--- config.mk ---
export PLATFORM = sky130hd
export DESIGN_NAME = fetch_top
export DESIGN_NICKNAME = d
export VERILOG_FILES = /design/src/logic/fetch_pkg.sv /design/src/logic/fetch_cfg_regs.sv /design/src/logic/inst_predecode.sv /design/src/logic/pc_gen.sv /design/src/logic/fetch_ctrl.sv /design/src/logic/fetch_top.sv
export VERILOG_INCLUDE_DIRS = /design/src /design/src/logic
export SDC_FILE = /design/constraint.sdc
export NUM_CORES = 1
export LEC_CHECK = 0
export BUFFER_PORTS_ARGS = -buffer_cell sky130_fd_sc_hd__buf_4
export CAP_MARGIN = 20
export CORE_MARGIN = 4
export CORE_UTILIZATION = 50
export DETAILED_ROUTE_END_ITERATION = 8
export PLACE_DENSITY_LB_ADDON = 0.08
export SYNTH_ARGS = -nofsm -noshare
export SYNTH_HDL_FRONTEND = slang
export SYNTH_SLANG_ARGS = --single-unit
--- constraint.sdc ---
create_clock -name clk -period 6.3 [get_ports clk]
set_clock_uncertainty 0.2 [all_clocks]
set_input_delay 1.26 -clock clk [delete_from_list [all_inputs] [get_ports clk]]
set_output_delay 1.26 -clock clk [all_outputs]
set_load 0.01 [all_outputs]
--- src/logic/fetch_consts.svh ---
`ifndef FETCH_CONSTS_SVH
`define FETCH_CONSTS_SVH

// reset vector after power-up
`define FETCH_RST_PC 32'h0000_0000

// address and data width
`define FETCH_XLEN 32

// pc step for sequential fetch
`define FETCH_INC_16 2 // compressed word
`define FETCH_INC_32 4 // full word

`endif

--- src/logic/fetch_pkg.sv ---
`default_nettype none
`include "fetch_consts.svh"

package fetch_pkg;

	// B-format layout, imm bit 0 implied zero
	typedef struct packed {
		logic imm_12; // sign bit
		logic [5:0] imm_10_5;
		logic [4:0] rs2;
		logic [4:0] rs1;
		logic [2:0] funct3;
		logic [3:0] imm_4_1;
		logic imm_11;
		logic [6:0] opcode;
	} rv_b_t;

	// J-format layout for jal
	typedef struct packed {
		logic imm_20; // sign bit
		logic [9:0] imm_10_1;
		logic imm_11;
		logic [7:0] imm_19_12;
		logic [4:0] rd;
		logic [6:0] opcode;
	} rv_j_t;

	// I-format layout for jalr
	typedef struct packed {
		logic [11:0] imm_11_0;
		logic [4:0] rs1;
		logic [2:0] funct3;
		logic [4:0] rd;
		logic [6:0] opcode;
	} rv_i_t;

	// one fetched word, three immediate layouts
	typedef union packed {
		rv_b_t b;
		rv_j_t j;
		rv_i_t i;
	} rv_inst_u;

	typedef struct packed {
		logic len_type; // 1 -> 32-bit word
		logic is_b;
		logic is_jal;
		logic is_jalr;
		logic signed [20:0] jump_ofs; // sign-extended offset
	} predec_t;

	typedef struct packed {
		logic out_vld;
		logic [`FETCH_XLEN-1:0] pc;
		logic [`FETCH_XLEN-1:0] inst;
		logic pred_jump;
		logic [`FETCH_XLEN-1:0] pred_pc; // address after this instruction
	} fetch_out_t;

	typedef struct packed {
		logic wr_en; // write strobe
		logic [1:0] sel; // 0 rst vector, 1 ctrl
		logic [`FETCH_XLEN-1:0] data;
	} cfg_wr_t;

endpackage

`default_nettype wire

--- src/logic/fetch_cfg_regs.sv ---
`timescale 1ns/1ps
`default_nettype none
`include "fetch_consts.svh"

module fetch_cfg_regs
	import fetch_pkg::*;
(
	input logic clk,
	input logic arst_n,
	input cfg_wr_t cfg_wr,
	output logic [`FETCH_XLEN-1:0] rst_vec,
	output logic bpred_en
);

	localparam logic [1:0] SEL_RST_VEC = 2'd0;
	localparam logic [1:0] SEL_CTRL = 2'd1; // sel 2 and 3 unmapped

	// survives arst_n so a rewritten vector applies on the next reset
	logic [`FETCH_XLEN-1:0] rst_vec_q = `FETCH_RST_PC;
	logic bpred_en_q;
	logic wr_vec;
	logic wr_ctrl;

	assign wr_vec = cfg_wr.wr_en && (cfg_wr.sel == SEL_RST_VEC);
	assign wr_ctrl = cfg_wr.wr_en && (cfg_wr.sel == SEL_CTRL);

	always_ff @(posedge clk) begin
		if (wr_vec) begin
			rst_vec_q <= cfg_wr.data;
		end
	end

	// ctrl bit 0, backward-branch prediction on after reset
	always_ff @(posedge clk or negedge arst_n) begin
		if (!arst_n) begin
			bpred_en_q <= 1'b1;
		end else if (wr_ctrl) begin
			bpred_en_q <= cfg_wr.data[0];
		end
	end

	assign rst_vec = rst_vec_q;
	assign bpred_en = bpred_en_q;

	// vector stays a legal halfword fetch address
	a_vec_align: assert property (@(posedge clk) disable iff (!arst_n)
		wr_vec |=> (rst_vec[0] == 1'b0));

	a_sel_known: assert property (@(posedge clk) disable iff (!arst_n)
		cfg_wr.wr_en |-> !$isunknown(cfg_wr.sel));

endmodule

`default_nettype wire

--- src/logic/inst_predecode.sv ---
`timescale 1ns/1ps
`default_nettype none
`include "fetch_consts.svh"

module inst_predecode
	import fetch_pkg::*;
(
	input logic [`FETCH_XLEN-1:0] inst,
	output predec_t pd
);

	// major opcodes, full-width words only
	localparam logic [6:0] OPC_B = 7'b1100011;
	localparam logic [6:0] OPC_JAL = 7'b1101111;
	localparam logic [6:0] OPC_JALR = 7'b1100111;

	rv_inst_u iw; // same word, three views
	logic is_32;
	logic is_b;
	logic is_jal;
	logic is_jalr;
	logic [20:0] imm_b;
	logic [20:0] imm_j;
	logic [20:0] imm_i;

	assign iw = inst;

	// low bits 2'b11 mark a 32-bit word
	assign is_32 = &iw.i.opcode[1:0];

	// compressed words never decode as control flow here
	assign is_b = is_32 && (iw.b.opcode == OPC_B);
	assign is_jal = is_32 && (iw.j.opcode == OPC_JAL);
	assign is_jalr = is_32 && (iw.i.opcode == OPC_JALR);

	// B immediate 13 bits, lsb always 0
	assign imm_b = {
		{8{iw.b.imm_12}}, // sign ext
		iw.b.imm_12,
		iw.b.imm_11,
		iw.b.imm_10_5,
		iw.b.imm_4_1,
		1'b0
	};

	// J immediate already 21 bits wide
	assign imm_j = {
		iw.j.imm_20,
		iw.j.imm_19_12,
		iw.j.imm_11,
		iw.j.imm_10_1,
		1'b0
	};

	// I immediate 12 bits, widened to 21
	assign imm_i = {{9{iw.i.imm_11_0[11]}}, iw.i.imm_11_0};

	always_comb begin
		pd.len_type = is_32;
		pd.is_b = is_b;
		pd.is_jal = is_jal;
		pd.is_jalr = is_jalr;

		// pick offset by class
		if (is_b) begin
			pd.jump_ofs = imm_b;
		end else if (is_jal) begin
			pd.jump_ofs = imm_j;
		end else if (is_jalr) begin
			pd.jump_ofs = imm_i;
		end else begin
			pd.jump_ofs = '0; // not a jump
		end
	end

endmodule

`default_nettype wire

--- src/logic/pc_gen.sv ---
`timescale 1ns/1ps
`default_nettype none
`include "fetch_consts.svh"

module pc_gen
	import fetch_pkg::*;
(
	input logic [`FETCH_XLEN-1:0] now_pc,
	input logic [`FETCH_XLEN-1:0] rs1_v,
	input logic to_rst,
	input logic to_flush,
	input logic [`FETCH_XLEN-1:0] flush_addr_hold,
	input logic [`FETCH_XLEN-1:0] rst_vec,
	input logic bpred_en,
	input predec_t pd,
	output logic to_jump,
	output logic [`FETCH_XLEN-1:0] new_pc
);

	logic [`FETCH_XLEN-1:0] ofs_ext; // offset at full width
	logic [`FETCH_XLEN-1:0] seq_inc;
	logic [`FETCH_XLEN-1:0] add_a;
	logic [`FETCH_XLEN-1:0] add_b;
	logic [`FETCH_XLEN-1:0] pc_sum;
	logic [`FETCH_XLEN-1:0] pc_nxt;

	// backward branch taken, forward not taken
	// jal and jalr always taken
	assign to_jump = (pd.is_b & pd.jump_ofs[20] & bpred_en) | pd.is_jal | pd.is_jalr;

	assign ofs_ext = {{(`FETCH_XLEN-21){pd.jump_ofs[20]}}, pd.jump_ofs};
	assign seq_inc = pd.len_type ? `FETCH_INC_32 : `FETCH_INC_16;

	// one adder shared by target and sequential paths
	// jalr bases on rs1, everything else on pc
	assign add_a = (to_jump && pd.is_jalr) ? rs1_v : now_pc;
	assign add_b = to_jump ? ofs_ext : seq_inc;
	assign pc_sum = add_a + add_b;

	// jalr target has bit 0 cleared
	assign pc_nxt = (to_jump && pd.is_jalr) ? {pc_sum[`FETCH_XLEN-1:1], 1'b0} : pc_sum;

	// reset wins, then pending flush
	always_comb begin
		if (to_rst) begin
			new_pc = rst_vec;
		end else if (to_flush) begin
			new_pc = flush_addr_hold;
		end else begin
			new_pc = pc_nxt;
		end
	end

endmodule

`default_nettype wire

--- src/logic/fetch_ctrl.sv ---
`timescale 1ns/1ps
`default_nettype none
`include "fetch_consts.svh"

module fetch_ctrl
	import fetch_pkg::*;
(
	input logic clk,
	input logic arst_n,
	input logic stall,
	input logic flush, // single-cycle pulse
	input logic [`FETCH_XLEN-1:0] flush_addr,
	input logic [`FETCH_XLEN-1:0] inst,
	input logic [`FETCH_XLEN-1:0] rst_vec,
	input logic to_jump,
	input logic [`FETCH_XLEN-1:0] new_pc,
	output logic [`FETCH_XLEN-1:0] now_pc,
	output logic to_rst,
	output logic to_flush,
	output logic [`FETCH_XLEN-1:0] flush_addr_hold,
	output fetch_out_t fout
);

	logic [`FETCH_XLEN-1:0] pc_q;
	logic rst_req; // one cycle after release
	logic flush_pend;
	logic [`FETCH_XLEN-1:0] flush_addr_q;
	logic out_vld;
	logic pc_ld;

	// high through reset and the first cycle after it
	always_ff @(posedge clk or negedge arst_n) begin
		if (!arst_n) begin
			rst_req <= 1'b1;
		end else begin
			rst_req <= 1'b0;
		end
	end

	// set for the cycle after each flush pulse, reset request included
	always_ff @(posedge clk or negedge arst_n) begin
		if (!arst_n) begin
			flush_pend <= 1'b0;
		end else begin
			flush_pend <= flush;
		end
	end

	always_ff @(posedge clk) begin
		if (flush) begin
			flush_addr_q <= flush_addr; // latest pulse wins
		end
	end

	assign to_rst = rst_req;
	assign to_flush = flush_pend;
	assign flush_addr_hold = flush_addr_q;

	assign out_vld = ~rst_req & ~flush_pend;

	// reset and flush loads ignore stall
	assign pc_ld = rst_req | flush_pend | (out_vld & ~stall);

	always_ff @(posedge clk or negedge arst_n) begin
		if (!arst_n) begin
			pc_q <= `FETCH_RST_PC;
		end else if (pc_ld) begin
			pc_q <= new_pc;
		end
	end

	// vector shows on the bus while reset is requested
	assign now_pc = rst_req ? rst_vec : pc_q;

	always_comb begin
		fout.out_vld = out_vld;
		fout.pc = now_pc;
		fout.inst = inst; // comb read at now_pc
		fout.pred_jump = to_jump;
		fout.pred_pc = new_pc;
	end

	// every source of the pc keeps halfword alignment
	a_pc_align: assert property (@(posedge clk) disable iff (!arst_n)
		now_pc[0] == 1'b0);

	// back-pressure holds the fetch address even as the reset request ends
	a_stall_hold: assert property (@(posedge clk) disable iff (!arst_n)
		(stall && !to_flush) |=> $stable(now_pc));

endmodule

`default_nettype wire

--- src/logic/fetch_top.sv ---
`timescale 1ns/1ps
`default_nettype none
`include "fetch_consts.svh"

module fetch_top
	import fetch_pkg::*;
(
	input logic clk,
	input logic arst_n,
	input logic [`FETCH_XLEN-1:0] inst, // imem read at fetch_pc
	input logic [`FETCH_XLEN-1:0] rs1_v,
	input logic stall,
	input logic flush,
	input logic [`FETCH_XLEN-1:0] flush_addr,
	input cfg_wr_t cfg_wr,
	output logic [`FETCH_XLEN-1:0] fetch_pc,
	output fetch_out_t fout
);

	logic [`FETCH_XLEN-1:0] rst_vec;
	logic bpred_en;
	logic to_rst;
	logic to_flush;
	logic [`FETCH_XLEN-1:0] flush_addr_hold;
	logic to_jump;
	logic [`FETCH_XLEN-1:0] new_pc;
	predec_t pd;

	fetch_cfg_regs cfg_regs_i (
		.clk(clk),
		.arst_n(arst_n),
		.cfg_wr(cfg_wr),
		.rst_vec(rst_vec),
		.bpred_en(bpred_en)
	);

	// pc register drives the memory address directly
	fetch_ctrl ctrl_i (
		.clk(clk),
		.arst_n(arst_n),
		.stall(stall),
		.flush(flush),
		.flush_addr(flush_addr),
		.inst(inst),
		.rst_vec(rst_vec),
		.to_jump(to_jump),
		.new_pc(new_pc),
		.now_pc(fetch_pc),
		.to_rst(to_rst),
		.to_flush(to_flush),
		.flush_addr_hold(flush_addr_hold),
		.fout(fout)
	);

	inst_predecode predecode_i (
		.inst(inst),
		.pd(pd)
	);

	pc_gen pc_gen_i (
		.now_pc(fetch_pc),
		.rs1_v(rs1_v),
		.to_rst(to_rst),
		.to_flush(to_flush),
		.flush_addr_hold(flush_addr_hold),
		.rst_vec(rst_vec),
		.bpred_en(bpred_en),
		.pd(pd),
		.to_jump(to_jump),
		.new_pc(new_pc)
	);

endmodule

`default_nettype wire

After elaboration in Yosys (flattened, before gate mapping):

Index checks and enable logic that the tools add are counted.

* bits in registers: 99
* word-level logic and storage cells: 40
* ROM bits: 0
* output and inout port bits: 130
* RAM bits: 0
* memories kept: 0
* bits in latches: 0

* add/subtract/negate cells: 1
* multiplexer cells: 10
* divide/modulo/power cells: 0
* bitwise logic cells: 11
* shift operators: 0
* equality and inequality tests: 4
* magnitude comparators: 0
* reduce and logical (&&, ||, !) cells: 8
* $mul: 0

Operators by type and width (number)
* $mux W32: 5
* $mux W21: 3
* $add A32 B32 Y32: 1
* $eq A7 B7 Y1 const B: 3
* $logic_and A1 B1 Y1: 6
* $and A1 B1 Y1: 4
* $or A1 B1 Y1: 4
* $mux W3: 1
* $not A1 Y1: 3
* $eq A2 B1 Y1 const B: 1
* $logic_not A2 Y1: 1
* $reduce_and A2 Y1: 1
* $mux W1: 1

Longest topological paths before layout:

Gate-level depths: netlist of run 1.

* depth in word-level cells: 15
* gate-level depth with buffers: 19

Cells and area by module:

A second synthesis of run 1 with hierarchy kept.

* cell total of the unflattened synthesis: 739
* area total of the unflattened synthesis: 7641.1 µm²

By module, submodules not included
* fetch_ctrl: area each 3355.7 µm², cells an instance 238, sequential area each 1813.0 µm², instances 1
* pc_gen: area each 2822.7 µm², cells an instance 404, sequential area each 0.0 µm², instances 1
* fetch_cfg_regs: area each 1029.7 µm², cells an instance 36, sequential area each 987.2 µm², instances 1
* inst_predecode: area each 432.9 µm², cells an instance 61, sequential area each 0.0 µm², instances 1

Worst setup path before layout of run 1:

No wires, ideal clock.

* path kind: input port to output port
* from: input inst[5]
* to: output fout[28] (netlist bit)
* data arrival time: 4.658 ns
* required time: 4.840 ns
* slack: 0.182 ns
* stages on the path: 19
* path buffers: 1
* path through: nor2b_1 > nand4_1 > nor2_1 > nand2_1 > clkbuf_1 > mux2_2 > ha_1 > inv_1 > fa_1 > nor2b_1 > o21a_1 > o211ai_2 > nand3_2 > a41oi_2 > o21ai_2 > a311oi_2 > o21ai_0 > xnor2_1 > o22ai_1

RTL lines
* from (decl): line fetch_top.sv:10 `` input logic [`FETCH_XLEN-1:0] inst, ``
* to (decl): line fetch_top.sv:17 `output fetch_out_t fout`

==> results of run 1 <==
[area by class of cell]
class,count,area [µm²],area share
Multi-Input combinational cell,485,3900,0.398
Sequential cell,99,2800,0.286
Timing Repair Buffer,329,2500,0.255
Clock buffer,9,225,0.0230
Tap cell,176,220,0.0224
Inverter,24,90.1,0.00918
Clock inverter,7,70.1,0.00714
[cell usage after synthesis (all sizes together) (3+ instances only)]
cell    instances
nand2          75
mux2           73
buf            67
edfxtp         64
a21oi          57
o21ai          42
dfrtp          33
clkbuf         32
ha             31
nor2           27
inv            23
o21a           21
xnor2          21
o211ai         13
a21o           12
and2           10
nand4           7
o21bai          7
xor2            7
o22ai           6
o31ai           6
a21boi          5
a31oi           5
nand2b          5
nand3           5
nor2b           5
nor3            5
a211oi          4
a22o            4
mux2i           4
a22oi           3
or2             3
[cells by family after synthesis]
group	Yosys count
muxes	77
other	1
xor gates and xnor gates	28
DFF	99
adders and majority gates	32
buffers and inverters	123
and+or+nand+nor	148
AOI/OAI and AO/OA	198
[final timing paths]
check	startpoint	endpoint	slack (ns)
worst max-delay path	inst[5]	fout[20]	-0.17
worst min-delay path	ctrl_i.pc_q[17]$_DFFE_PN0P_	ctrl_i.pc_q[17]$_DFFE_PN0P_	0.27
worst max register to register	ctrl_i.to_rst$_DFF_PN1_	ctrl_i.pc_q[23]$_DFFE_PN0P_	1.72
worst min register to register	ctrl_i.pc_q[17]$_DFFE_PN0P_	ctrl_i.pc_q[17]$_DFFE_PN0P_	0.27
max in group asynchronous	arst_n	ctrl_i.to_flush$_DFF_PN0_	4.81
min in group asynchronous	arst_n	ctrl_i.pc_q[5]$_DFFE_PN0P_	0.67
[layer usage]
| metal | vias to the layer above | share of wire | global-route usage |
|---|---|---|---|
| li1 | 2972 | - | - |
| met3 | 24 | 0.079 | 0.0685 |
| met4 | 0 | 0.016 | 0.0662 |
| met5 | - | 0 | 0 |
| met1 | 3132 | 0.43 | 0.384 |
| met2 | 278 | 0.47 | 0.452 |
[report_power, final]
group / total (mW) / internal (mW) / switching [mW] / leakage, nW
combinational: 0.578 / 0.294 / 0.284 / 3.23
sequential: 0.782 / 0.750 / 0.0323 / 1.01
clock: 0.560 / 0.280 / 0.280 / 0.147
total: 1.92 / 1.32 / 0.596 / 4.39
[per-stage QoR]
stage                     total power [mW]  utilization  hold WS [ns]  std cells
final                                 1.92        0.729         0.271       1129
after floorplan                       1.09            -         0.235        706
after detailed placement              1.33        0.663         0.260       1090
after global placement                1.32        0.663         0.245       1090
after global routing                  2.00        0.729         0.297       1129
after CTS                             1.89        0.696         0.276       1112
[timing repair]
item                       in CTS  in global routing
resized for setup              18                 64
setup endpoints to repair      13                 16
cloned                          1                  0
hold buffers                    0                  0
pin swaps                      15                 39
buffers inserted                5                 17
[worst max-delay path, cell delays in order]
cell	delay [ns]
buf_6	0.09
nor2b_4	0.11
nand4_1	0.23
nor2_4	0.09
buf_4	0.15
a31oi_4	0.15
inv_2	0.09
buf_4	0.15
a21oi_4	0.17
buf_6	0.12
fa_2	0.19
nor2b_2	0.05
o21a_1	0.20
o211ai_2	0.20
nand3_2	0.13
a41oi_4	0.29
o21ai_2	0.11
a311oi_2	0.31
buf_4	0.21
xnor2_4	0.08
a222oi_1	0.35
inv_1	0.11
buf_6	0.14
[sequential cells by signal, summed over array words and instances (netlist names)]
register                cells
ctrl_i.to_rst               1
cfg_regs_i.bpred_en         1
cfg_regs_i.rst_vec         32
ctrl_i.flush_addr_hold     32
ctrl_i.to_flush             1
ctrl_i.pc_q                32
==> summary.txt, run 1 <==
Status
  – Status: finished, violations left
  – Failing checks: setup timing

Floorplanning
  – IO Count: 265
  – Die Wd: 126 µm
  – Die span in y: about 130 µm
  – Initial Util: 0.521
  – Area of the die: 0.0160 mm²
  – # rows: 42
  – Core footprint: 0.0135 mm²

Layout
  – Fillers: 980
  – Commonest cells after routing, fill and taps aside: buf_4, nand2_1, mux2_2
  – Commonest non-fill, non-tap cell in the layout: buf_4
  – Diodes inserted: 0
  – Design area: 0.00981 mm²
  – Layout cells sized above 1: 0.507
  – Layout net count: 1115
  – Layout area overhead: 40.1%

Routing
  – Post-DRT Antenna Nets: 0
  – Drt pass-1 iters: 5
  – Routed len/inst: a little over 20 µm
  – Final WL: roughly 23 mm
  – Drt drc: 0
  – Vias: 6406
  – Vias per cell: 5.67
  – Initial DRC count: 391

Power
  – Power density over the cells: 196 mW/mm²
  – Max VDD drop: between 0.0002 and 0.00025 V
  – Leak Pwr: approximately 4.4 nW

Timing
  – TNS Setup: -0.635 ns
  – Fin crit period: 6.47 ns
  – Setup WS post-layout: -0.166 ns
  – Final setup violation count: 7
  – Max_slew headroom: 0.287
  – Fmax: between 150 and 200 MHz
  – RSZ-0062 raised after global routing: yes
  – Final hold vios: 0
  – Max Transition Viols Final: 0
  – Final period utilization: 1.03
  – Actual slew at the worst max-slew pin: roughly 1.1 ns

Synthesis
  – Compound-Gate Fraction of Synth Area: 0.186
  – Synth area leaders: edfxtp_1, dfrtp_1, mux2_2
  – Post-synthesis area per instance: 9.92 µm²
  – Synth Cell Area: 0.00700 mm²
  – Yosys top cell by area: edfxtp_1
  – XOR/XNOR Fraction of Synth Area: 0.0350
  – Ys async rst share: 0.354
  – Synth Area in Adders: 0.0582
  – Synth Flop Type: edfxtp_1
  – Total nets after synthesis: 873
  – Flops & latches, synth: 99
  – Post-synth EDFFs: 64
  – Mux cell area share after synthesis: 0.123
  – Register area share after synthesis: 0.400
  – Main combinational cell family by area after synthesis: compound AO/OA/AOI/OAI gates
  – Cells after synthesis: between 700 and 800
  – Share of the synthesized area in the top cell type: 0.274
  – Synth warnings: 0
  – Count of cell types in the netlist: 60
  – Fraction of the mapped netlist area in simple logic gates: 0.0957

CTS
  – Sink Count: 99
  – Root buffer cell: clkbuf_16
  – Worst-Skew Late Latency: roughly 0.37 ns
  – CTS Buf Count: 9
  – CTS clk-pin slew, worst paths: ~0.070 ns
  – Clk buf depth: 2
  – CTS tree: yes
  – H-tree depth: 3

Placement
  – Post-placement cell area: 0.00892 mm²
  – RePlAce Congestion: just over 0.9
  – Port bufs: 264
  – Final HPWL DP: 17.4 mm
  – DP Worst Slack: -0.232 ns

Setup path
  – Worst EP required: 4.84 ns
  – CP max FO: 4
  – WS Path Type: in -> out
  – Startpoint types: input port
  – Critical Path AT: 5.01 ns
  – FF-to-FF path depth: 16
  – Worst setup EP type: primary output

Job
  – Max cap viols: 0

Min path
  – Worst hold path depth: 2
  – Hold WC Path Type: reg -> reg

GRT
  – Vias in the first global route: approximately 6500
  – Pin count of the biggest net entering global routing: 58
  – GRT Resource Usage Total: 0.280
  – Antenna violations before repair: 0
  – First-pass GRT wire length: roughly 35 mm
  – Total gr overflow: 0
(Power assumes the default switching activity.)
==> run 2, diff against run 1 <==
--- a/config.mk
+++ b/config.mk
@@ -9,7 +9,8 @@
 export BUFFER_PORTS_ARGS = -buffer_cell sky130_fd_sc_hd__buf_4
 export CAP_MARGIN = 20
 export CORE_MARGIN = 4
-export CORE_UTILIZATION = 50
+export CORE_UTILIZATION = 45
+export CTS_BUF_LIST = sky130_fd_sc_hd__clkbuf_8
 export DETAILED_ROUTE_END_ITERATION = 8
 export PLACE_DENSITY_LB_ADDON = 0.08
 export SYNTH_ARGS = -nofsm -noshare
==> run 2 against run 1 <==
Effect of this change:
- largest power group unchanged
- sequential share of layout area rose by 0.051 points
- core utilization decreased by 8.5 points
- highest routed layer unchanged
- non-clock buffer count is 15 higher
- the flow now finishes without violations
==> summary.txt, run 2 (synthesis gave the netlist of run 1 again) <==
Floorplanning
  – Core footprint: around 0.015 mm²
  – Area of the die: 0.0176 mm²
  – IO Count: around 270
  – Initial Util: 0.461
  – Die span in y: 133 µm
  – Die Wd: 133 µm
  – # rows: 45

Layout
  – Commonest cells after routing, fill and taps aside: buf_4, mux2_2, nand2_1
  – Diodes inserted: 0
  – Layout net count: 1129
  – Layout cells sized above 1: 0.511
  – Fillers: around 1300
  – Final Non-Filler Cells: 1155
  – Commonest non-fill, non-tap cell in the layout: buf_4
  – Final core utilization: 0.644
  – Layout area overhead: 39.8%
  – Design area: 0.00979 mm²

Placement
  – Post-placement cell area: ~0.0091 mm²
  – Final HPWL DP: roughly 18 mm
  – DP Worst Slack: -0.138 ns
  – Port bufs: 264
  – Placed Instances: 1127
  – RePlAce Congestion: approximately 0.9

CTS
  – Quantity of hold-fixing buffers added after cts: 0
  – H-tree depth: 3
  – Root buffer cell: clkbuf_8
  – CTS tree: yes
  – CTS Buf Count: 9
  – Worst-Skew Late Latency: 0.39 ns
  – CTS clk-pin slew, worst paths: 0.10 ns
  – Clk buf depth: 2
  – Sink Count: 99

Timing
  – Setup WS post-layout: 0.100 ns
  – Final period utilization: 0.984
  – Final hold vios: 0
  – Final setup violation count: 0
  – WHS: around 0.27 ns
  – TNS Setup: 0 ns
  – Max_slew headroom: 0.507
  – Fmax: 161 MHz
  – Max Transition Viols Final: 0
  – RSZ-0062 raised after global routing: yes
  – Fin crit period: ~6.2 ns
  – Actual slew at the worst max-slew pin: 0.738 ns

GRT
  – Total gr overflow: 0
  – Pin count of the biggest net entering global routing: 36
  – First-pass GRT wire length: 36.8 mm
  – GRT Resource Usage Total: 0.267
  – Vias in the first global route: 6606
  – Antenna violations before repair: 0

Status
  – Status: complete, no violations

Routing
  – Drt pass-1 iters: 5
  – Initial DRC count: 412
  – Post-DRT Antenna Nets: 0
  – Routed len/inst: between 20 and 25 µm
  – Vias per cell: 5.49
  – Drt drc: 0
  – Final WL: 23.9 mm
  – Vias: between 6000 and 7000

Min path
  – Hold WC Path Type: reg -> reg
  – Hold path start: ctrl_i.pc_q[1]$_DFFE_PN0P_

Power
  – Power density over the cells: 189 mW/mm²
  – Max VDD drop: ~0.00013 V
  – Leak Pwr: between 4 and 5 nW
  – Total power: 1.85 mW

Setup path
  – Critical Path AT: 4.74 ns
  – Startpoint types: input port
  – Reg2reg end: ctrl_i.pc_q[27]$_DFFE_PN0P_
  – Crit Reg-Reg Startpoint: ctrl_i.to_rst$_DFF_PN1_
  – Worst EP required: 4.84 ns
  – CP max FO: 8
  – FF-to-FF setup slack: 1.75 ns
  – CP Launch Point: inst[5]
  – FF-to-FF path depth: 15
  – Crit path capture: fout[27]
  – WS Path Type: in -> out
  – Worst setup EP type: primary output

Job
  – Max cap viols: 0
run 2: power by group:
group / switching (mW) / internal, mW
registers: 0.0295 / 0.750
logic: 0.289 / 0.298
clock network: 0.245 / 0.237
run 2: layer usage:
layer  vias up  global-route usage  share of wire
met5         -                   0              0
met4         0              0.0652          0.013
met3        25              0.0502          0.071
met2       266               0.439           0.47
met1      3043               0.367           0.45
li1       3006                   -              -
run 2: worst max-delay path, cell delays in order:
cell      delay (ns)
buf_6           0.07
nor2b_4         0.12
nand4_1         0.10
buf_6           0.15
nor2_4          0.15
nand2_4         0.12
buf_4           0.15
mux2_2          0.29
ha_4            0.27
a21oi_2         0.15
o221ai_2        0.16
o31ai_4         0.35
o221ai_2        0.17
a221o_1         0.36
o21ai_2         0.18
buf_4           0.14
xor2_1          0.16
o21ai_1         0.09
nand2_1         0.10
nand2_1         0.07
buf_6           0.12
run 2: area by class of cell:
cell class	instances	area (µm²)	share of cell area
clock buffers	10	138	0.0141
clock inverters	6	88.8	0.00907
inverters	24	92.6	0.00945
repair buffers	344	2620	0.268
flip-flops and latches	99	2800	0.286
multi-input cells	484	3820	0.390
well taps	188	235	0.0240
run 2: worst min path at each step:
| stage | end | slack, ns | cells after the start |
|---|---|---|---|
| 3_5_place_dp | ctrl_i.pc_q[1]$_DFFE_PN0P_ | 0.26 | 2 |
| 4_1_cts | ctrl_i.pc_q[1]$_DFFE_PN0P_ | 0.28 | 2 |
| 6_report | ctrl_i.pc_q[1]$_DFFE_PN0P_ | 0.27 | 2 |
| 3_3_place_gp | ctrl_i.pc_q[2]$_DFFE_PN0P_ | 0.25 | 2 |
| 5_1_grt | ctrl_i.pc_q[15]$_DFFE_PN0P_ | 0.30 | 2 |
| 2_1_floorplan | ctrl_i.pc_q[10]$_DFFE_PN0P_ | 0.23 | 2 |
run 2: timing repair:
item                       in CTS  in global routing
gates resized for setup        30                 46
pin swaps                      17                 34
setup endpoints to repair      10                 14
buffers inserted                5                  8
==> run 3, diff against run 2 <==
--- a/config.mk
+++ b/config.mk
@@ -8,8 +8,10 @@
 export LEC_CHECK = 0
 export BUFFER_PORTS_ARGS = -buffer_cell sky130_fd_sc_hd__buf_4
 export CAP_MARGIN = 20
+export CELL_PAD_IN_SITES_DETAIL_PLACEMENT = 0
+export CELL_PAD_IN_SITES_GLOBAL_PLACEMENT = 1
 export CORE_MARGIN = 4
-export CORE_UTILIZATION = 45
+export CORE_UTILIZATION = 38
 export CTS_BUF_LIST = sky130_fd_sc_hd__clkbuf_8
 export DETAILED_ROUTE_END_ITERATION = 8
 export PLACE_DENSITY_LB_ADDON = 0.08
==> run 3 against run 2 <==
Effect of this change:
- the run now ends with setup timing left
- die area grew 17%
- sequential power decreased by 0.5%
- clock power decreased by 11%
- global-route usage decreased by 3.6 points
- non-clock buffer count is 21 higher
- final cell count is 5.5% higher
- hold slack about the same
- first-iteration DRC count is 16% lower
- sequential share of layout area fell by 1.0 points
- critical path type unchanged
- largest cell class unchanged
==> summary.txt, run 3 (synthesis gave the netlist of run 1 again) <==
Status
  – Status: finished, violations left
  – Failing checks: setup timing

Floorplanning
  – # rows: slightly below 50
  – Initial Util: 0.389
  – Area of the die: between 0.02 and 0.025 mm²
  – IO Count: 265
  – Die Wd: between 100 and 150 µm
  – Die span in y: 144 µm
  – Core footprint: 0.0180 mm²

Setup path
  – Crit Reg-Reg Startpoint: ctrl_i.to_rst$_DFF_PN1_
  – WS Path Type: in -> out
  – Worst setup EP type: primary output
  – FF-to-FF setup slack: 0.46 ns
  – Critical Path AT: 4.86 ns
  – Worst EP required: 4.84 ns
  – Startpoint types: input port
  – CP max FO: 4
  – FF-to-FF path depth: 29
  – Reg2reg end: ctrl_i.pc_q[27]$_DFFE_PN0P_

Routing
  – Drt drc: 0
  – Post-DRT Antenna Nets: 0
  – Final WL: ~25 mm
  – Routed len/inst: 20.5 µm
  – Vias per cell: ~5.2
  – Initial DRC count: approximately 350
  – Vias: 6380
  – Drt pass-1 iters: 5

Layout
  – Multi-input logic area: 0.00397 mm²
  – Storage cell area: 0.00280 mm²
  – Layout net count: 1151
  – Commonest non-fill, non-tap cell in the layout: buf_4
  – Fillers: 1636
  – Diodes inserted: 0
  – Layout area overhead: 45.0%
  – Final core utilization: 0.563
  – Layout cells sized above 1: 0.540
  – Commonest cells after routing, fill and taps aside: buf_4, mux2_2, nand2_1
  – Final Non-Filler Cells: 1218

Timing
  – Fin crit period: around 6.3 ns
  – RSZ-0062 raised after global routing: yes
  – Final setup violation count: 1
  – Final period utilization: 1.00
  – Setup WS post-layout: -0.0212 ns
  – Actual slew at the worst max-slew pin: 0.771 ns
  – Final hold vios: 0
  – Max Transition Viols Final: 0
  – Fmax: 158 MHz
  – Max_slew headroom: 0.481

Min path
  – Hold WC Path Type: reg -> reg
  – Hold path start: ctrl_i.pc_q[19]$_DFFE_PN0P_
  – Worst hold path depth: 2
  – WHS Endpoint: ctrl_i.pc_q[19]$_DFFE_PN0P_

CTS
  – Root buffer cell: clkbuf_8
  – H-tree depth: 3
  – Worst-Skew Late Latency: 0.40 ns
  – CTS tree: yes
  – Quantity of hold-fixing buffers added after cts: 0
  – Clk buf depth: 2
  – Sink Count: 99
  – CTS clk-pin slew, worst paths: 0.11 ns
  – CTS Buf Count: 9

Power
  – Int Pwr: ~1.2 mW
  – Sw Ratio: 0.327
  – Leak Pwr: 4.52 nW
  – Reg power frac: 0.424
  – Max VDD drop: roughly 0.00009 V
  – Clock power share: 0.236
  – Combinational power share: 0.340
  – Power density over the cells: 180 mW/mm²
  – Net Switching: between 0.5 and 0.6 mW

GRT
  – Antenna violations before repair: 0
  – First-pass GRT wire length: approximately 36 mm
  – Total gr overflow: 0
  – Vias in the first global route: 6539
  – GRT Resource Usage Total: 0.231
  – Pin count of the biggest net entering global routing: 57

Placement
  – Placed Instances: 1173
  – RePlAce Congestion: 0.904
  – Port bufs: 264
  – Final HPWL DP: between 15 and 20 mm

Job
  – Max cap viols: 0
## run 3: changes by cell type in the layout (fill, tap and decap cells not counted), moves of 3 or more
cell     previous run  this run
buf_6               8        16
ha_1               23        18
ha_2                0         4
o21ai_1             9         3
o21ai_2             4         9
buf_4             335       349
a21oi_2             8        11
## run 3: worst max path at each step
stage / start / to / slack (ns)
finish: inst[4] / fout[31] / -0.02
floorplan: inst[5] / fout[28] / 0.18
global route: inst[4] / fout[31] / -0.21
detailed placement: inst[4] / fout[29] / -0.33
CTS: inst[4] / fout[27] / -0.002
global placement: inst[4] / fout[29] / -0.27
## run 3: timing repair
action | CTS | global route
pin swaps | 19 | 39
setup endpoints to repair | 12 | 18
setup buffers | 22 | 9
cloned | 0 | 1
resized for setup | 39 | 69
## run 3: per-stage QoR
stage	cell area (µm²)	setup slack [ns]	TNS (ns)	power, mW	hold slack, ns
finish	10200	-0.0212	-0.0212	1.83	0.275
global route	10200	-0.213	-0.947	1.92	0.314
CTS	9760	-0.00199	-0.00199	1.81	0.280
detailed placement	9210	-0.328	-1.82	1.35	0.252
global placement	9210	-0.267	-1.31	1.35	0.246
floorplan	7000	0.182	0	1.09	0.235
## run 3: layout make-up
type	instances	area share
multi-input cells	485	0.391
clock inverters	7	0.00801
repair buffers	365	0.276
inverters	24	0.00887
flip-flops and latches	99	0.276
well taps	229	0.0282
clock buffers	9	0.0122
## run 3: critical path, stage by stage
cell and delay [ns]:
buf_6 0.10, nor2b_4 0.08, nand4_1 0.20, buf_4 0.21, nor3_2 0.12, buf_4 0.15, a22o_1 0.14, a21oi_2 0.06
inv_1 0.09, ha_4 0.21, a211oi_4 0.27, nor3_4 0.09, o31ai_4 0.36, o221ai_2 0.18, a221o_1 0.38, o21ai_4 0.20
o21ai_2 0.10, xnor2_1 0.19, nand2b_1 0.09, a22o_1 0.23, buf_6 0.13
## run 3: per-layer routing
layer | wire, µm | vias to the layer above | global-route usage
li1 | - | 3054 | -
met1 | 10900 | 3089 | 0.314
met2 | 12200 | 214 | 0.383
met3 | 1470 | 23 | 0.0359
met4 | 383 | 0 | 0.0674
met5 | 0 | - | 0
## run 3: power by group through the flow
stage          combinational (mW)  sequential [mW]  clock (mW)
3_3_place_gp                0.561            0.786           0
2_1_floorplan               0.310            0.779           0
5_1_grt                     0.672            0.781       0.465
3_5_place_dp                0.564            0.788           0
4_1_cts                     0.589            0.775       0.446
6_report                    0.620            0.775       0.430
